File: config.mk
export PLATFORM = sky130hd
export DESIGN_NAME = timing_subsystem
export DESIGN_NICKNAME = d
export VERILOG_FILES = /design/src/rtl/timing_pkg.sv /design/src/rtl/clk_enable_if.sv /design/src/rtl/video_timing_if.sv /design/src/rtl/clock_divider.sv /design/src/rtl/video_counter.sv /design/src/rtl/video_sync_out.sv /design/src/rtl/timing_subsystem.sv
export SDC_FILE = /design/constraint.sdc
export NUM_CORES = 1
export LEC_CHECK = 0
export BUFFER_PORTS_ARGS = -buffer_cell sky130_fd_sc_hd__clkbuf_2
export CAP_MARGIN = 10
export CORE_UTILIZATION = 33
export DETAILED_ROUTE_END_ITERATION = 8
export PLACE_DENSITY = 0.47
export SLEW_MARGIN = 20
export SYNTH_ARGS = -nofsm -noshare
export SYNTH_HDL_FRONTEND = slang
export SYNTH_HIERARCHICAL = 1
export SYNTH_SLANG_ARGS = --single-unit
File: constraint.sdc
create_clock -name clk_48m -period 2.6 [get_ports clk_48m]
set_input_delay 0.52 -clock clk_48m [delete_from_list [all_inputs] [get_ports clk_48m]]
set_output_delay 0.52 -clock clk_48m [all_outputs]
set_load 0.01 [all_outputs]
File: src/rtl/timing_pkg.sv
`default_nettype none

package timing_pkg;

	//////////////////////////////////////////////////////////////////////
	// Default screen geometry
	//////////////////////////////////////////////////////////////////////

	// Pixel slots per line at the 6 MHz pixel rate
	localparam int unsigned H_TOTAL_DEF = 384;
	// Visible pixels before horizontal blank
	localparam int unsigned H_ACTIVE_DEF = 288;
	// Horizontal sync window, end exclusive
	localparam int unsigned HSYNC_START_DEF = 320;
	localparam int unsigned HSYNC_END_DEF = 352;

	// Lines per frame
	localparam int unsigned V_TOTAL_DEF = 264;
	// Visible lines before vertical blank
	localparam int unsigned V_ACTIVE_DEF = 224;
	// Vertical sync window, end exclusive
	localparam int unsigned VSYNC_START_DEF = 240;
	localparam int unsigned VSYNC_END_DEF = 243;

	//////////////////////////////////////////////////////////////////////
	// Position words
	//////////////////////////////////////////////////////////////////////

	// Horizontal position
	// Count view for geometry compares
	// Tap view for the 1H/2H/4H board clocks
	typedef union packed {
		logic [8:0] count;
		struct packed {
			// 8H and up
			logic [5:0] upper;
			logic t4h;
			logic t2h;
			// Bit 0, toggles every pixel
			logic t1h;
		} taps;
	} h_pos_t;

	// Vertical line count
	typedef logic [8:0] v_pos_t;

endpackage

`default_nettype wire

File: src/rtl/clk_enable_if.sv
`default_nettype none
`timescale 1ns/100ps

// Divided clock enables, all single-cycle pulses on clk_48m
interface clk_enable_if ();

	// Every second master cycle
	logic ce_24m;
	// Every fourth master cycle
	logic ce_12m;
	// Pixel rate, every eighth master cycle
	logic ce_6m;
	// Pixel rate pulse one master cycle later
	logic ce_6md;

	// Driven by the divider
	modport src (output ce_24m, ce_12m, ce_6m, ce_6md);

	// Read by counters and output stage
	modport dst (input ce_24m, ce_12m, ce_6m, ce_6md);

endinterface

`default_nettype wire

File: src/rtl/video_timing_if.sv
`default_nettype none
`timescale 1ns/100ps

// Counter positions and raw decodes, counter to output stage
interface video_timing_if import timing_pkg::*; ();

	// Registered positions
	h_pos_t hpos;
	v_pos_t vpos;

	// Horizontal decodes of hpos
	logic hsync;
	logic hblank;
	// Last pixel slot of the line
	logic hreset;

	// Vertical decodes of vpos
	logic vsync;
	logic vblank;
	// Last line of the frame
	logic vreset;

	// Counter side
	modport src (
		output hpos, vpos,
		output hsync, hblank, hreset,
		output vsync, vblank, vreset
	);

	// Output stage side
	modport dst (
		input hpos, vpos,
		input hsync, hblank, hreset,
		input vsync, vblank, vreset
	);

endinterface

`default_nettype wire

File: src/rtl/clock_divider.sv
`default_nettype none
`timescale 1ns/100ps

module clock_divider (
	input logic clk_48m,
	input logic rst,
	clk_enable_if.src ce
);

	//////////////////////////////////////////////////////////////////////
	// Phase counter
	//////////////////////////////////////////////////////////////////////

	// Eight master cycles per pixel
	logic [2:0] phase;
	// Pixel enable delayed one master cycle
	logic ce_6m_d;

	always_ff @(posedge clk_48m) begin
		if (rst) begin
			phase <= 3'd0;
		end else begin
			// Free running, wraps 7 -> 0
			phase <= phase + 3'd1;
		end
	end

	//////////////////////////////////////////////////////////////////////
	// Enable decode
	//////////////////////////////////////////////////////////////////////

	// Nested enables, all high together on phase 7
	assign ce.ce_24m = phase[0];
	assign ce.ce_12m = (phase[1:0] == 2'd3);
	assign ce.ce_6m = (phase == 3'd7);

	// Delayed pixel phase for the S1H/S2H taps
	always_ff @(posedge clk_48m) begin
		if (rst) begin
			ce_6m_d <= 1'b0;
		end else begin
			ce_6m_d <= ce.ce_6m;
		end
	end

	assign ce.ce_6md = ce_6m_d;

	//////////////////////////////////////////////////////////////////////
	// Checks
	//////////////////////////////////////////////////////////////////////

	// Slower enables sit inside the faster ones
	a_nested_enables: assert property (
		@(posedge clk_48m) disable iff (rst)
		ce.ce_6m |-> (ce.ce_12m && ce.ce_24m)
	);

	// Delayed phase never overlaps its source
	a_6md_apart: assert property (
		@(posedge clk_48m) disable iff (rst)
		!(ce.ce_6m && ce.ce_6md)
	);

endmodule

`default_nettype wire

File: src/rtl/video_counter.sv
`default_nettype none
`timescale 1ns/100ps

module video_counter import timing_pkg::*; #(
	parameter int unsigned h_total = H_TOTAL_DEF,
	parameter int unsigned h_active = H_ACTIVE_DEF,
	parameter int unsigned hsync_start = HSYNC_START_DEF,
	parameter int unsigned hsync_end = HSYNC_END_DEF,
	parameter int unsigned v_total = V_TOTAL_DEF,
	parameter int unsigned v_active = V_ACTIVE_DEF,
	parameter int unsigned vsync_start = VSYNC_START_DEF,
	parameter int unsigned vsync_end = VSYNC_END_DEF
) (
	input logic clk_48m,
	input logic rst,
	clk_enable_if.dst ce,
	video_timing_if.src vt
);

	//////////////////////////////////////////////////////////////////////
	// Geometry at counter width
	//////////////////////////////////////////////////////////////////////

	// Horizontal
	localparam logic [8:0] h_last = 9'(h_total - 1);
	localparam logic [8:0] h_act = 9'(h_active);
	localparam logic [8:0] hs_start = 9'(hsync_start);
	localparam logic [8:0] hs_end = 9'(hsync_end);

	// Vertical
	localparam logic [8:0] v_last = 9'(v_total - 1);
	localparam logic [8:0] v_act = 9'(v_active);
	localparam logic [8:0] vs_start = 9'(vsync_start);
	localparam logic [8:0] vs_end = 9'(vsync_end);

	//////////////////////////////////////////////////////////////////////
	// Pixel and line counters
	//////////////////////////////////////////////////////////////////////

	h_pos_t hpos;
	v_pos_t vpos;

	// End of line doubles as the hreset strobe
	logic h_wrap;
	// End of frame doubles as the vreset strobe
	logic v_wrap;

	assign h_wrap = (hpos.count == h_last);
	assign v_wrap = (vpos == v_last);

	always_ff @(posedge clk_48m) begin
		if (rst) begin
			hpos <= '0;
			vpos <= '0;
		end else if (ce.ce_6m) begin
			if (h_wrap) begin
				hpos.count <= 9'd0;
				// Line advances only at end of line
				if (v_wrap) begin
					vpos <= 9'd0;
				end else begin
					vpos <= vpos + 9'd1;
				end
			end else begin
				hpos.count <= hpos.count + 9'd1;
			end
		end
	end

	//////////////////////////////////////////////////////////////////////
	// Decodes
	//////////////////////////////////////////////////////////////////////

	assign vt.hpos = hpos;
	assign vt.vpos = vpos;

	// Right border and retrace
	assign vt.hblank = (hpos.count >= h_act);
	// Sync window with exclusive end
	assign vt.hsync = (hpos.count >= hs_start) && (hpos.count < hs_end);
	assign vt.hreset = h_wrap;

	// Bottom border and retrace
	assign vt.vblank = (vpos >= v_act);
	assign vt.vsync = (vpos >= vs_start) && (vpos < vs_end);
	// Held for the whole last line
	assign vt.vreset = v_wrap;

	//////////////////////////////////////////////////////////////////////
	// Checks
	//////////////////////////////////////////////////////////////////////

	// Counters never run past the programmed totals
	a_hpos_range: assert property (
		@(posedge clk_48m) disable iff (rst)
		hpos.count <= h_last
	);

	a_vpos_range: assert property (
		@(posedge clk_48m) disable iff (rst)
		vpos <= v_last
	);

endmodule

`default_nettype wire

File: src/rtl/video_sync_out.sv
`default_nettype none
`timescale 1ns/100ps

module video_sync_out (
	input logic clk_48m,
	input logic rst,
	clk_enable_if.dst ce,
	video_timing_if.dst vt,
	output logic hsync,
	output logic vsync,
	output logic hblank,
	output logic vblank,
	output logic hreset,
	output logic vreset,
	output logic blanking,
	output logic compsync,
	output logic clk_1h,
	output logic clk_2h,
	output logic clk_4h,
	output logic clk_1v,
	output logic clk_4v,
	output logic clk_8v,
	output logic clk_s1h,
	output logic clk_s2h
);

	// 4H rises on the coming pixel step as the low bits go from 3 to 4
	logic blank_load;
	// S1H/S2H sampled on the delayed pixel phase
	logic s1h_q;
	logic s2h_q;

	assign blank_load = ce.ce_6m && vt.hpos.taps.t1h && vt.hpos.taps.t2h &&
		!vt.hpos.taps.t4h && !vt.hreset;

	//////////////////////////////////////////////////////////////////////
	// Output registers
	//////////////////////////////////////////////////////////////////////

	always_ff @(posedge clk_48m) begin
		if (rst) begin
			hsync <= 1'b0;
			vsync <= 1'b0;
			hreset <= 1'b0;
			vreset <= 1'b0;
			compsync <= 1'b0;
			clk_1h <= 1'b0;
			clk_2h <= 1'b0;
			clk_4h <= 1'b0;
			clk_1v <= 1'b0;
			clk_4v <= 1'b0;
			clk_8v <= 1'b0;
			clk_s1h <= 1'b0;
			clk_s2h <= 1'b0;
		end else begin
			hsync <= vt.hsync;
			vsync <= vt.vsync;
			hreset <= vt.hreset;
			vreset <= vt.vreset;
			// Active high composite of either sync
			compsync <= vt.hsync || vt.vsync;
			// Horizontal taps through the union's tap view
			clk_1h <= vt.hpos.taps.t1h;
			clk_2h <= vt.hpos.taps.t2h;
			clk_4h <= vt.hpos.taps.t4h;
			clk_1v <= vt.vpos[0];
			clk_4v <= vt.vpos[2];
			clk_8v <= vt.vpos[3];
			clk_s1h <= s1h_q;
			clk_s2h <= s2h_q;
		end
	end

	// Blank flags straight from the position decodes
	always_ff @(posedge clk_48m) begin
		hblank <= vt.hblank;
		vblank <= vt.vblank;
	end

	//////////////////////////////////////////////////////////////////////
	// Blanking latch and delayed taps
	//////////////////////////////////////////////////////////////////////

	// Vblank clear wins over the 4H load
	always_ff @(posedge clk_48m) begin
		if (vt.vblank) begin
			blanking <= 1'b1;
		end else if (rst || blank_load) begin
			blanking <= vt.hblank;
		end
	end

	// New pixel position is settled by the delayed phase
	always_ff @(posedge clk_48m) begin
		if (rst) begin
			s1h_q <= 1'b0;
			s2h_q <= 1'b0;
		end else if (ce.ce_6md) begin
			s1h_q <= vt.hpos.taps.t1h;
			s2h_q <= vt.hpos.taps.t2h;
		end
	end

	// End of line strobe lasts a single pixel
	a_hreset_single: assert property (
		@(posedge clk_48m) disable iff (rst)
		(ce.ce_6m && vt.hreset) |=> !vt.hreset
	);

endmodule

`default_nettype wire

File: src/rtl/timing_subsystem.sv
`default_nettype none
`timescale 1ns/100ps

module timing_subsystem import timing_pkg::*; #(
	parameter int unsigned h_total = H_TOTAL_DEF,
	parameter int unsigned h_active = H_ACTIVE_DEF,
	parameter int unsigned hsync_start = HSYNC_START_DEF,
	parameter int unsigned hsync_end = HSYNC_END_DEF,
	parameter int unsigned v_total = V_TOTAL_DEF,
	parameter int unsigned v_active = V_ACTIVE_DEF,
	parameter int unsigned vsync_start = VSYNC_START_DEF,
	parameter int unsigned vsync_end = VSYNC_END_DEF
) (
	input logic clk_48m,
	input logic rst,
	output logic ce_6m,
	output logic ce_6md,
	output logic hsync,
	output logic vsync,
	output logic hblank,
	output logic vblank,
	output logic hreset,
	output logic vreset,
	output logic blanking,
	output logic compsync,
	output logic clk_1h,
	output logic clk_2h,
	output logic clk_4h,
	output logic clk_1v,
	output logic clk_4v,
	output logic clk_8v,
	output logic clk_s1h,
	output logic clk_s2h
);

	//////////////////////////////////////////////////////////////////////
	// Internal buses
	//////////////////////////////////////////////////////////////////////

	clk_enable_if ce_bus ();
	video_timing_if vt_bus ();

	// Pixel enables for downstream video logic
	assign ce_6m = ce_bus.ce_6m;
	assign ce_6md = ce_bus.ce_6md;

	// Master clock divider
	clock_divider u_clock_divider (
		.clk_48m(clk_48m),
		.rst(rst),
		.ce(ce_bus)
	);

	// H/V counters and decodes
	video_counter #(
		.h_total(h_total),
		.h_active(h_active),
		.hsync_start(hsync_start),
		.hsync_end(hsync_end),
		.v_total(v_total),
		.v_active(v_active),
		.vsync_start(vsync_start),
		.vsync_end(vsync_end)
	) u_video_counter (
		.clk_48m(clk_48m),
		.rst(rst),
		.ce(ce_bus),
		.vt(vt_bus)
	);

	// Registered outputs, blanking latch, composite sync
	video_sync_out u_video_sync_out (
		.clk_48m(clk_48m),
		.rst(rst),
		.ce(ce_bus),
		.vt(vt_bus),
		.hsync(hsync),
		.vsync(vsync),
		.hblank(hblank),
		.vblank(vblank),
		.hreset(hreset),
		.vreset(vreset),
		.blanking(blanking),
		.compsync(compsync),
		.clk_1h(clk_1h),
		.clk_2h(clk_2h),
		.clk_4h(clk_4h),
		.clk_1v(clk_1v),
		.clk_4v(clk_4v),
		.clk_8v(clk_8v),
		.clk_s1h(clk_s1h),
		.clk_s2h(clk_s2h)
	);

endmodule

`default_nettype wire

# After elaboration in Yosys (flattened, before gate mapping)
# Cells that the tools add are included.
# totals
wordCells	47
output_inout_bits	18
regBits	40
inputBits	2
# op_classes
eq_ne	3
n_mux	2
n_reduce_logical	11
n_lt_le_gt_ge	6
add_sub_neg	3
# op_table
operator	n
adder 9 x 1 -> 9 bit, second input constant	2
== test 9 bit, second input constant	2
greater-or-equal comparator 9 x 8 -> 1 bit, second input constant	2
greater-or-equal comparator 9 bit, second input constant	2
two-way mux 9 bit	2
less-than comparator 9 x 8 -> 1 bit, second input constant	1
less-than comparator 9 bit, second input constant	1
logical AND 1 bit	6
adder 3 x 1 -> 3 bit, second input constant	1
== test 3 bit, second input constant	1
zero test 1 bit	2
logical OR 1 bit	2
AND reduction 2 bit	1

# Longest topological paths before layout
# Gate-level depths: netlist (run 1).
# depth
word_depth	6
ltp_mapped	6
ltp_nobuf	6

# Cells and area by module
# Netlist (run 1), hierarchy kept.
# modules_own_cells
mod	n_inst	area_each_um2	seq_area_each_um2	cells_each
video_counter	1	972.2	360.3	112
video_sync_out	1	513.0	360.3	41
clock_divider	1	127.6	80.1	10

# Worst setup path before layout (run 1)
# OpenSTA, ideal clock, no wires.
# synth_timing
kind	register to register
start	register u_clock_divider.phase[0]
end	register u_video_counter.vpos[7] (netlist: u_video_counter/vt.vpos[7])
path_slack_ns	0.760
t_arrival_ns	1.770
setup_ns	0.070
path_buffers	0
required_time_ns	2.530
stages_incl_launch_ff	7
synth_period_minus_slack_ns	1.840
cell_sequence	dfxtp_1 > ha_1 > ha_1 > and3_4 > nand3_4 > or4_1 > a21oi_1
# synth_between
elab_chain_cells	2
# synth_lines
item	line	text
start: declaration	clock_divider.sv:15	logic [2:0] phase;
start signal: assignment	clock_divider.sv:24	phase <= phase + 3'd1;
== test 3 bit	clock_divider.sv:35	assign ce.ce_6m = (phase == 3'd7);
via ce_6m	timing_subsystem.sv:16	output logic ce_6m,
AND reduction 2 bit (no source line)	--	
end signal: assignment	video_counter.sv:62	vpos <= vpos + 9'd1;
end: declaration	video_counter.sv:41	v_pos_t vpos;
# The timed path passes the listed nets, and every way through them passes these cells.
# A chain may end at the register's enable or synchronous reset.

# Worst setup path in the final report (run 1)
# layout_timing
start	register u_clock_divider.phase[0]
end	register u_video_counter.vpos[7] (netlist: u_video_counter/vt.vpos[7])
# layout_between
elab_chain_cells	2
# layout_lines
item	line
== test 3 bit	clock_divider.sv:35
AND reduction 2 bit (no source line)	--
# No other way between the ends.

==> reports/metrics.csv, run 1 <==
stage,metric,value,unit
placement,GP Congestion,0.758,
power_and_ir_drop,P_sw,0.000234,W
floorplanning,Die Wd,71.9,µm
global_route,GR Util met1,0.180,
synthesis,top post-synthesis cells by area,"dfxtp_1 50%, nor2b_1 5.8%, ha_1 4.7%, a21oi_1 3.7%, xor2_1 2.7%",
cells_and_area,fin nets,195,
floorplanning,Row Count,25,
timing,setup TNS,0,ns
placement,pre-CTS WS,0.637,ns
worst_setup_path,crit path kind,reg -> reg,
synthesis,synthesized area,1610,µm²
floorplanning,Initial Util,0.341,
route,WL/cell,12.3,µm
timing,Hold Fails Final Rpt,0,
global_route,initial antenna violation count,0,
timing,Rel. slew slack,0.544,
clock_tree,root buf cell,clkbuf_8,
global_route,GRT met3 Usage,0.0472,
clock_tree,H-tree lvl count,2,
cells_and_area,Regs by FF count,"u_video_counter/vt.hpos (9), u_video_counter/vt.vpos (9), u_clock_divider/phase (3)",
route,Remaining DRCs,0,
synthesis,cell accounting for the most synthesized area,dfxtp_1,
placement,placed cells,247,
floorplanning,Die ar.,5170,µm²
timing,highest clock rate,0.502,GHz
global_route,most used routing layer,met2,
clock_tree,post_cts resized,0,
clock_tree,worst-skew pair later-pin latency,0.29,ns
global_route,first-pass GRT wire length,5.37,mm
cells_and_area,finished layout cell area,1900,µm²
timing,Clock Skews,0.00822,ns
timing,Tmin final,1.99,ns
power_and_ir_drop,clock power share,0.442,
power_and_ir_drop,internal power,0.000906,W
global_route,vias in the first global route,1162,
worst_hold_path,worst hold path type,reg -> reg,
synthesis,average size of a mapped cell,9.89,µm²
cells_and_area,final core occ,0.402,
placement,post-DP HPWL,2.17,mm
timing,RSZ-0062 raised after global routing,false,
timing,Final Cycle Share,0.767,
cells_and_area,area grow syn2layout,17.7,%
power_and_ir_drop,sequential share of power,0.542,
floorplanning,die height,71.9,µm
worst_setup_path,CP arrival,2.22,ns
route,final wirelength,3.15,mm
route,1st-iter DRT viols,75,
worst_setup_path,FF-to-FF setup slack,0.61,ns
power_and_ir_drop,Pleak,0.727,nW
clock_tree,Clock Pin Slew Worst Setup and Hold Paths,0.08,ns
floorplanning,IO Count,20,
clock_tree,"Setup Fix Bufs, Post-CTS",0,
cells_and_area,diodes inserted,0,
cells_and_area,final instance count without filler cells,255,
worst_setup_path,CP Max Fanout,12,
power_and_ir_drop,Power Density,600,nW/µm²
power_and_ir_drop,power share of the combinational group,0.016,
cells_and_area,ratio of cells with drive above 1 in the final layout,0.191,
synthesis,synth warn,6,
global_route,largest net degree at the start of global routing,25,
clock_tree,total CTS buffers,5,
route,vias per cell,4.74,
clock_tree,clock tree sinks,40,
synthesis,Cells after Synth,163,
synthesis,post-synth top area share,0.497,
clock_tree,Max Buffers Root-to-Sink,2,
global_route,gr ovfl total,0,
timing,fin. max-slew vios,0,
power_and_ir_drop,switch share,0.205,
global_route,Global Route met2 Usage,0.197,
status,outcome,"finished, final reports clean",
placement,PortBufs,19,
timing,worst setup margin,0.606,ns
floorplanning,Core ar.,4720,µm²
route,Final ANT Viol Nets,0,
run,max cap viols,0,
clock_tree,hold buffer count at cts,0,
timing,transition time of the tightest slew-check pin,0.675,ns
synthesis,syn nets,171,
timing,final setup vio count,0,
route,routed via count,1208,
worst_setup_path,CP Launch Type,flip-flop,
worst_setup_path,Critical Path RT,2.82,ns
synthesis,count of different cell masters after synthesis,40,
synthesis,"FF+latch count, synth",40,
worst_setup_path,crit end category,flip-flop,
global_route,Tot GR Track Use,0.138,
clock_tree,CTS tree,built,
placement,dpl cell area,1790,µm²
power_and_ir_drop,maximum VDD drop,0.285,mV
synthesis,post-synthesis sequential area ratio,0.497,
route,TritonRoute pass-1 iters,4,
==> metal layers <==
| metal | part of all wire | routed length, µm |
|---|---|---|
| met5 | 0 | 0 |
| met4 | 0.021 | 67 |
| met3 | 0.044 | 140 |
| met2 | 0.41 | 1300 |
| met1 | 0.52 | 1640 |
==> layout make-up <==
cell class | count | area [µm²]
clock buffers | 5 | 68.8
clock inverters | 3 | 42.5
fillers | 469 | 2830
inverters | 6 | 22.5
multi-input cells | 114 | 777
flip-flops and latches | 40 | 801
well taps | 67 | 83.8
repair buffers | 20 | 103
==> power by group through the flow <==
stage               sequential [W]  combinational, W  clock (W)
floorplan                 0.000632         0.0000114          0
global placement          0.000632         0.0000175          0
detailed placement        0.000632         0.0000182          0
CTS                       0.000618         0.0000183   0.000520
global route              0.000618         0.0000201   0.000551
finish                    0.000618         0.0000177   0.000504
==> cell usage after synthesis <==
master    number
ha_1           6
a21oi_1       12
o21ai_0        4
o31ai_1        1
nor3_1         3
xnor2_1        3
buf_2          1
a41oi_1        1
dfxtp_1       40
nand2_1        8
nor3b_1        1
a211oi_1       1
and4_4         1
and3_1         2
or2_2          1
nor2b_2        1
a22oi_1        2
or2_1          1
nand4b_1       4
nor4b_1        2
nand3_1        7
inv_1          6
nor2_1        11
nor3_4         1
nor4_1         1
a221o_1        1
and2b_2        1
nor2b_1       15
clkbuf_1       2
nor4bb_1       1
nand4_1        6
and4_1         1
xor2_1         5
nand2b_1       3
a41o_1         1
or4_1          1
and3_4         1
nand3_4        1
mux2i_1        2
o31a_2         1
==> cells in the final DEF (no fill, tap or decap), types with 5 or more instances in the layout <==
cell	count
a21oi_1	12
clkbuf_2	19
clkbuf_8	5
dfxtp_1	40
ha_1	6
inv_1	6
nand2_1	8
nand3_1	7
nand4_1	6
nor2_1	11
nor2b_1	15
xor2_1	5
==> final timing paths <==
kind | startpoint | end | depth (start not counted)
setup / recovery | u_clock_divider/phase[0] | u_video_counter/vt.vpos[7] | 6
setup reg to reg | u_clock_divider/phase[0] | u_video_counter/vt.vpos[7] | 6
hold reg to reg | u_clock_divider/phase[0] | u_clock_divider/phase[0] | 1
hold / removal | u_clock_divider/phase[0] | u_clock_divider/phase[0] | 1
==> metrics by stage <==
stage | total power (W) | hold WS [ns]
floorplan | 0.000643 | 0.395
global placement | 0.000650 | 0.409
detailed placement | 0.000651 | 0.418
CTS | 0.00116 | 0.430
global route | 0.00119 | 0.449
finish | 0.00114 | 0.428
==> kinds of logic (layout without fill, tap and decap cells) <==
family,after synthesis,in the layout,share of synthesized area
AOI/OAI and AO/OA,24,24,0.0923
buffers and inverters,9,34,0.0217
adders and majority gates,6,6,0.0465
xor gates and xnor gates,8,8,0.0434
muxes,2,2,0.0124
DFF,40,40,0.497
and+or+nand+nor,74,74,0.287
==> critical path, cell delays in order (launching register included) <==
cell and delay (ns):
dfxtp_1 0.34, ha_1 0.15, ha_1 0.39, and3_4 0.31, nand3_4 0.12, or4_1 0.48
a21oi_1 0.15
No activity file was read; power rests on OpenSTA's default activity.
==> run 2: changes to the inputs <==
clock period = 2.08 ns   (was 2.6 ns; I/O delays follow)
==> run 2 against run 1 <==
Against the previous run:
- clock power is 26% higher
- register-to-register slack worse by 0.36 ns
- largest power group unchanged
- critical path depth is 1 lower
- critical path type unchanged
- clock skew is 0.0016 ns lower
- critical endpoint unchanged
==> reports/metrics.csv, run 2 (same netlist as run 1, synthesis figures left out) <==
stage,metric,value,unit,change
cells_and_area,"commonest non-fill, non-tap cell in the layout",dfxtp_1,,
worst_setup_path,r2r endpoint,u_video_counter/vt.vpos[7],,
clock_tree,Clock Pin Slew Worst Setup and Hold Paths,0.08,ns,about the same
cells_and_area,ratio of cells with drive above 1 in the final layout,0.208,,+0.0168
global_route,first-pass GRT wire length,5.45,mm,+1.5%
timing,final setup vio count,0,,unchanged
worst_setup_path,worst setup path end,u_video_counter/vt.vpos[7],,
route,final wirelength,3.15,mm,about the same
power_and_ir_drop,Power Density,742,nW/µm²,+24%
floorplanning,IO Count,20,,unchanged
run,max cap viols,0,,unchanged
floorplanning,Core ar.,4720,µm²,unchanged
timing,Rel. slew slack,0.588,,+0.0442
route,TritonRoute pass-1 iters,4,,unchanged
clock_tree,clock tree sinks,40,,unchanged
worst_setup_path,FF-to-FF path depth,5,,-1
worst_setup_path,crit path kind,reg -> reg,,
timing,Tmin final,1.83,ns,-0.160 ns
power_and_ir_drop,Pleak,0.748,nW,+2.9%
route,met1 WL,1.61,mm,-1.7%
route,WL/cell,12.1,µm,-1.6%
cells_and_area,area grow syn2layout,19.6,%,
worst_setup_path,cell family with the largest share of critical-path delay,simple AND/OR/NAND/NOR gates,,
global_route,vias in the first global route,1133,,-2.5%
route,Remaining DRCs,0,,unchanged
placement,post-DP HPWL,2.19,mm,+1.0%
global_route,largest net degree at the start of global routing,23,,-8.0%
timing,highest clock rate,0.545,GHz,+8.7%
power_and_ir_drop,maximum VDD drop,0.342,mV,+20%
clock_tree,Max Buffers Root-to-Sink,2,,unchanged
timing,fin. max-slew vios,0,,unchanged
worst_setup_path,critical-path cell list,ha_1 > and3_4 > nand3_4 > or4_1 > a21oi_1,,
route,vias per cell,4.85,,+2.4%
placement,PortBufs,19,,unchanged
clock_tree,total CTS buffers,5,,unchanged
worst_setup_path,Critical Path Slowest Stage Cell,dfxtp_1,,
cells_and_area,final instance count without filler cells,259,,+1.6%
placement,placed cells,251,,+1.6%
clock_tree,CTS tree,built,,
worst_hold_path,worst hold path type,reg -> reg,,
clock_tree,root buf cell,clkbuf_8,,
cells_and_area,Regs by FF count,"u_video_counter/vt.hpos (9), u_video_counter/vt.vpos (9), u_clock_divider/phase (3)",,
worst_setup_path,Worst path depth,5,,-1
worst_setup_path,crit end category,flip-flop,,
worst_setup_path,Critical Path RT,2.31,ns,-0.51 ns
cells_and_area,fin nets,199,,+2.1%
worst_setup_path,Slowest Stage Delay on Critical Path,0.49,ns,about the same
clock_tree,worst-skew pair later-pin latency,0.29,ns,about the same
timing,Clock Skews,0.00661,ns,-0.00162 ns
placement,GP Congestion,0.772,,+1.9%
clock_tree,H-tree lvl count,2,,unchanged
cells_and_area,most frequent cells in the layout,"40 x dfxtp_1, 19 x clkbuf_2, 15 x nor2b_1",,
worst_setup_path,CP arrival,2.07,ns,-0.15 ns
worst_setup_path,worst r2r src,u_video_counter/vt.hpos[1],,
cells_and_area,diodes inserted,0,,unchanged
floorplanning,Row Count,25,,unchanged
global_route,Tot GR Track Use,0.138,,+0.000674
clock_tree,"Setup Fix Bufs, Post-CTS",0,,unchanged
timing,Hold Fails Final Rpt,0,,unchanged
route,met2 routed WL,1.32,mm,+1.2%
status,outcome,"finished, final reports clean",,
floorplanning,Die ar.,5170,µm²,unchanged
worst_setup_path,Critical path origin,u_video_counter/vt.hpos[1],,
worst_setup_path,CP bufs+invs,0,,unchanged
floorplanning,die height,71.9,µm,unchanged
worst_setup_path,FF-to-FF setup slack,0.25,ns,-0.36 ns
worst_setup_path,CP Max Fanout,8,,-4
timing,Final Cycle Share,0.882,,+0.115
floorplanning,Die Wd,71.9,µm,unchanged
route,met3 WL,153,µm,+9.3%
global_route,initial antenna violation count,0,,unchanged
cells_and_area,finished layout cell area,1930,µm²,+1.6%
clock_tree,hold buffer count at cts,0,,unchanged
floorplanning,Initial Util,0.341,,unchanged
timing,RSZ-0062 raised after global routing,false,,
clock_tree,post_cts resized,0,,unchanged
route,routed via count,1256,,+4.0%
placement,dpl cell area,1820,µm²,+1.7%
route,Final ANT Viol Nets,0,,unchanged
route,1st-iter DRT viols,85,,+13%
worst_setup_path,CP Launch Type,flip-flop,,
global_route,gr ovfl total,0,,unchanged
timing,setup TNS,0,ns,unchanged
timing,transition time of the tightest slew-check pin,0.609,ns,-0.0657 ns
route,max layer used,met4,,
==> run 2: final cells by class <==
type                    count  area [µm²]
clock buffers               5        68.8
clock inverters             3        42.5
fillers                   481        2800
inverters                   6        22.5
multi-input cells         114         777
flip-flops and latches     40         801
well taps                  67        83.8
repair buffers             24         133
==> run 2: stage by stage <==
stage | setup slack (ns) | hold slack [ns] | power [W] | utilization
final | 0.246 | 0.436 | 0.00143 | 0.408
after global placement | 0.317 | 0.406 | 0.000813 | 0.385
after floorplan | 0.240 | 0.395 | 0.000804 | -
after detailed placement | 0.277 | 0.434 | 0.000815 | 0.385
after global routing | 0.0686 | 0.482 | 0.00149 | 0.408
after CTS | 0.247 | 0.444 | 0.00145 | 0.408
==> run 2: worst min path at each step <==
stage,start,to,slack (ns),cells past startpoint
after floorplan,u_clock_divider/phase[0],u_clock_divider/phase[0],0.39,1
after global placement,u_clock_divider/phase[0],u_clock_divider/phase[0],0.41,1
after detailed placement,u_clock_divider/phase[0],u_clock_divider/phase[0],0.43,1
after CTS,u_clock_divider/phase[0],u_clock_divider/phase[0],0.44,1
after global routing,u_video_sync_out/s1h_q,u_video_sync_out/clk_s1h,0.48,1
final,u_clock_divider/phase[0],u_clock_divider/phase[0],0.44,1
==> run 2: routing by layer <==
| layer | vias to the layer above | global-route usage |
|---|---|---|
| met3 | 6 | 0.0472 |
| li1 | 630 | - |
| met4 | 0 | 0.0675 |
| met2 | 39 | 0.197 |
| met1 | 581 | 0.187 |
| met5 | - | 0 |
==> run 2: power breakdown <==
part	switching (W)	total, W	internal (W)
clock network	0.000280	0.000635	0.000355
logic	0.0000154	0.0000241	0.00000869
registers	0.00000219	0.000772	0.000770
total	0.000297	0.00143	0.00113
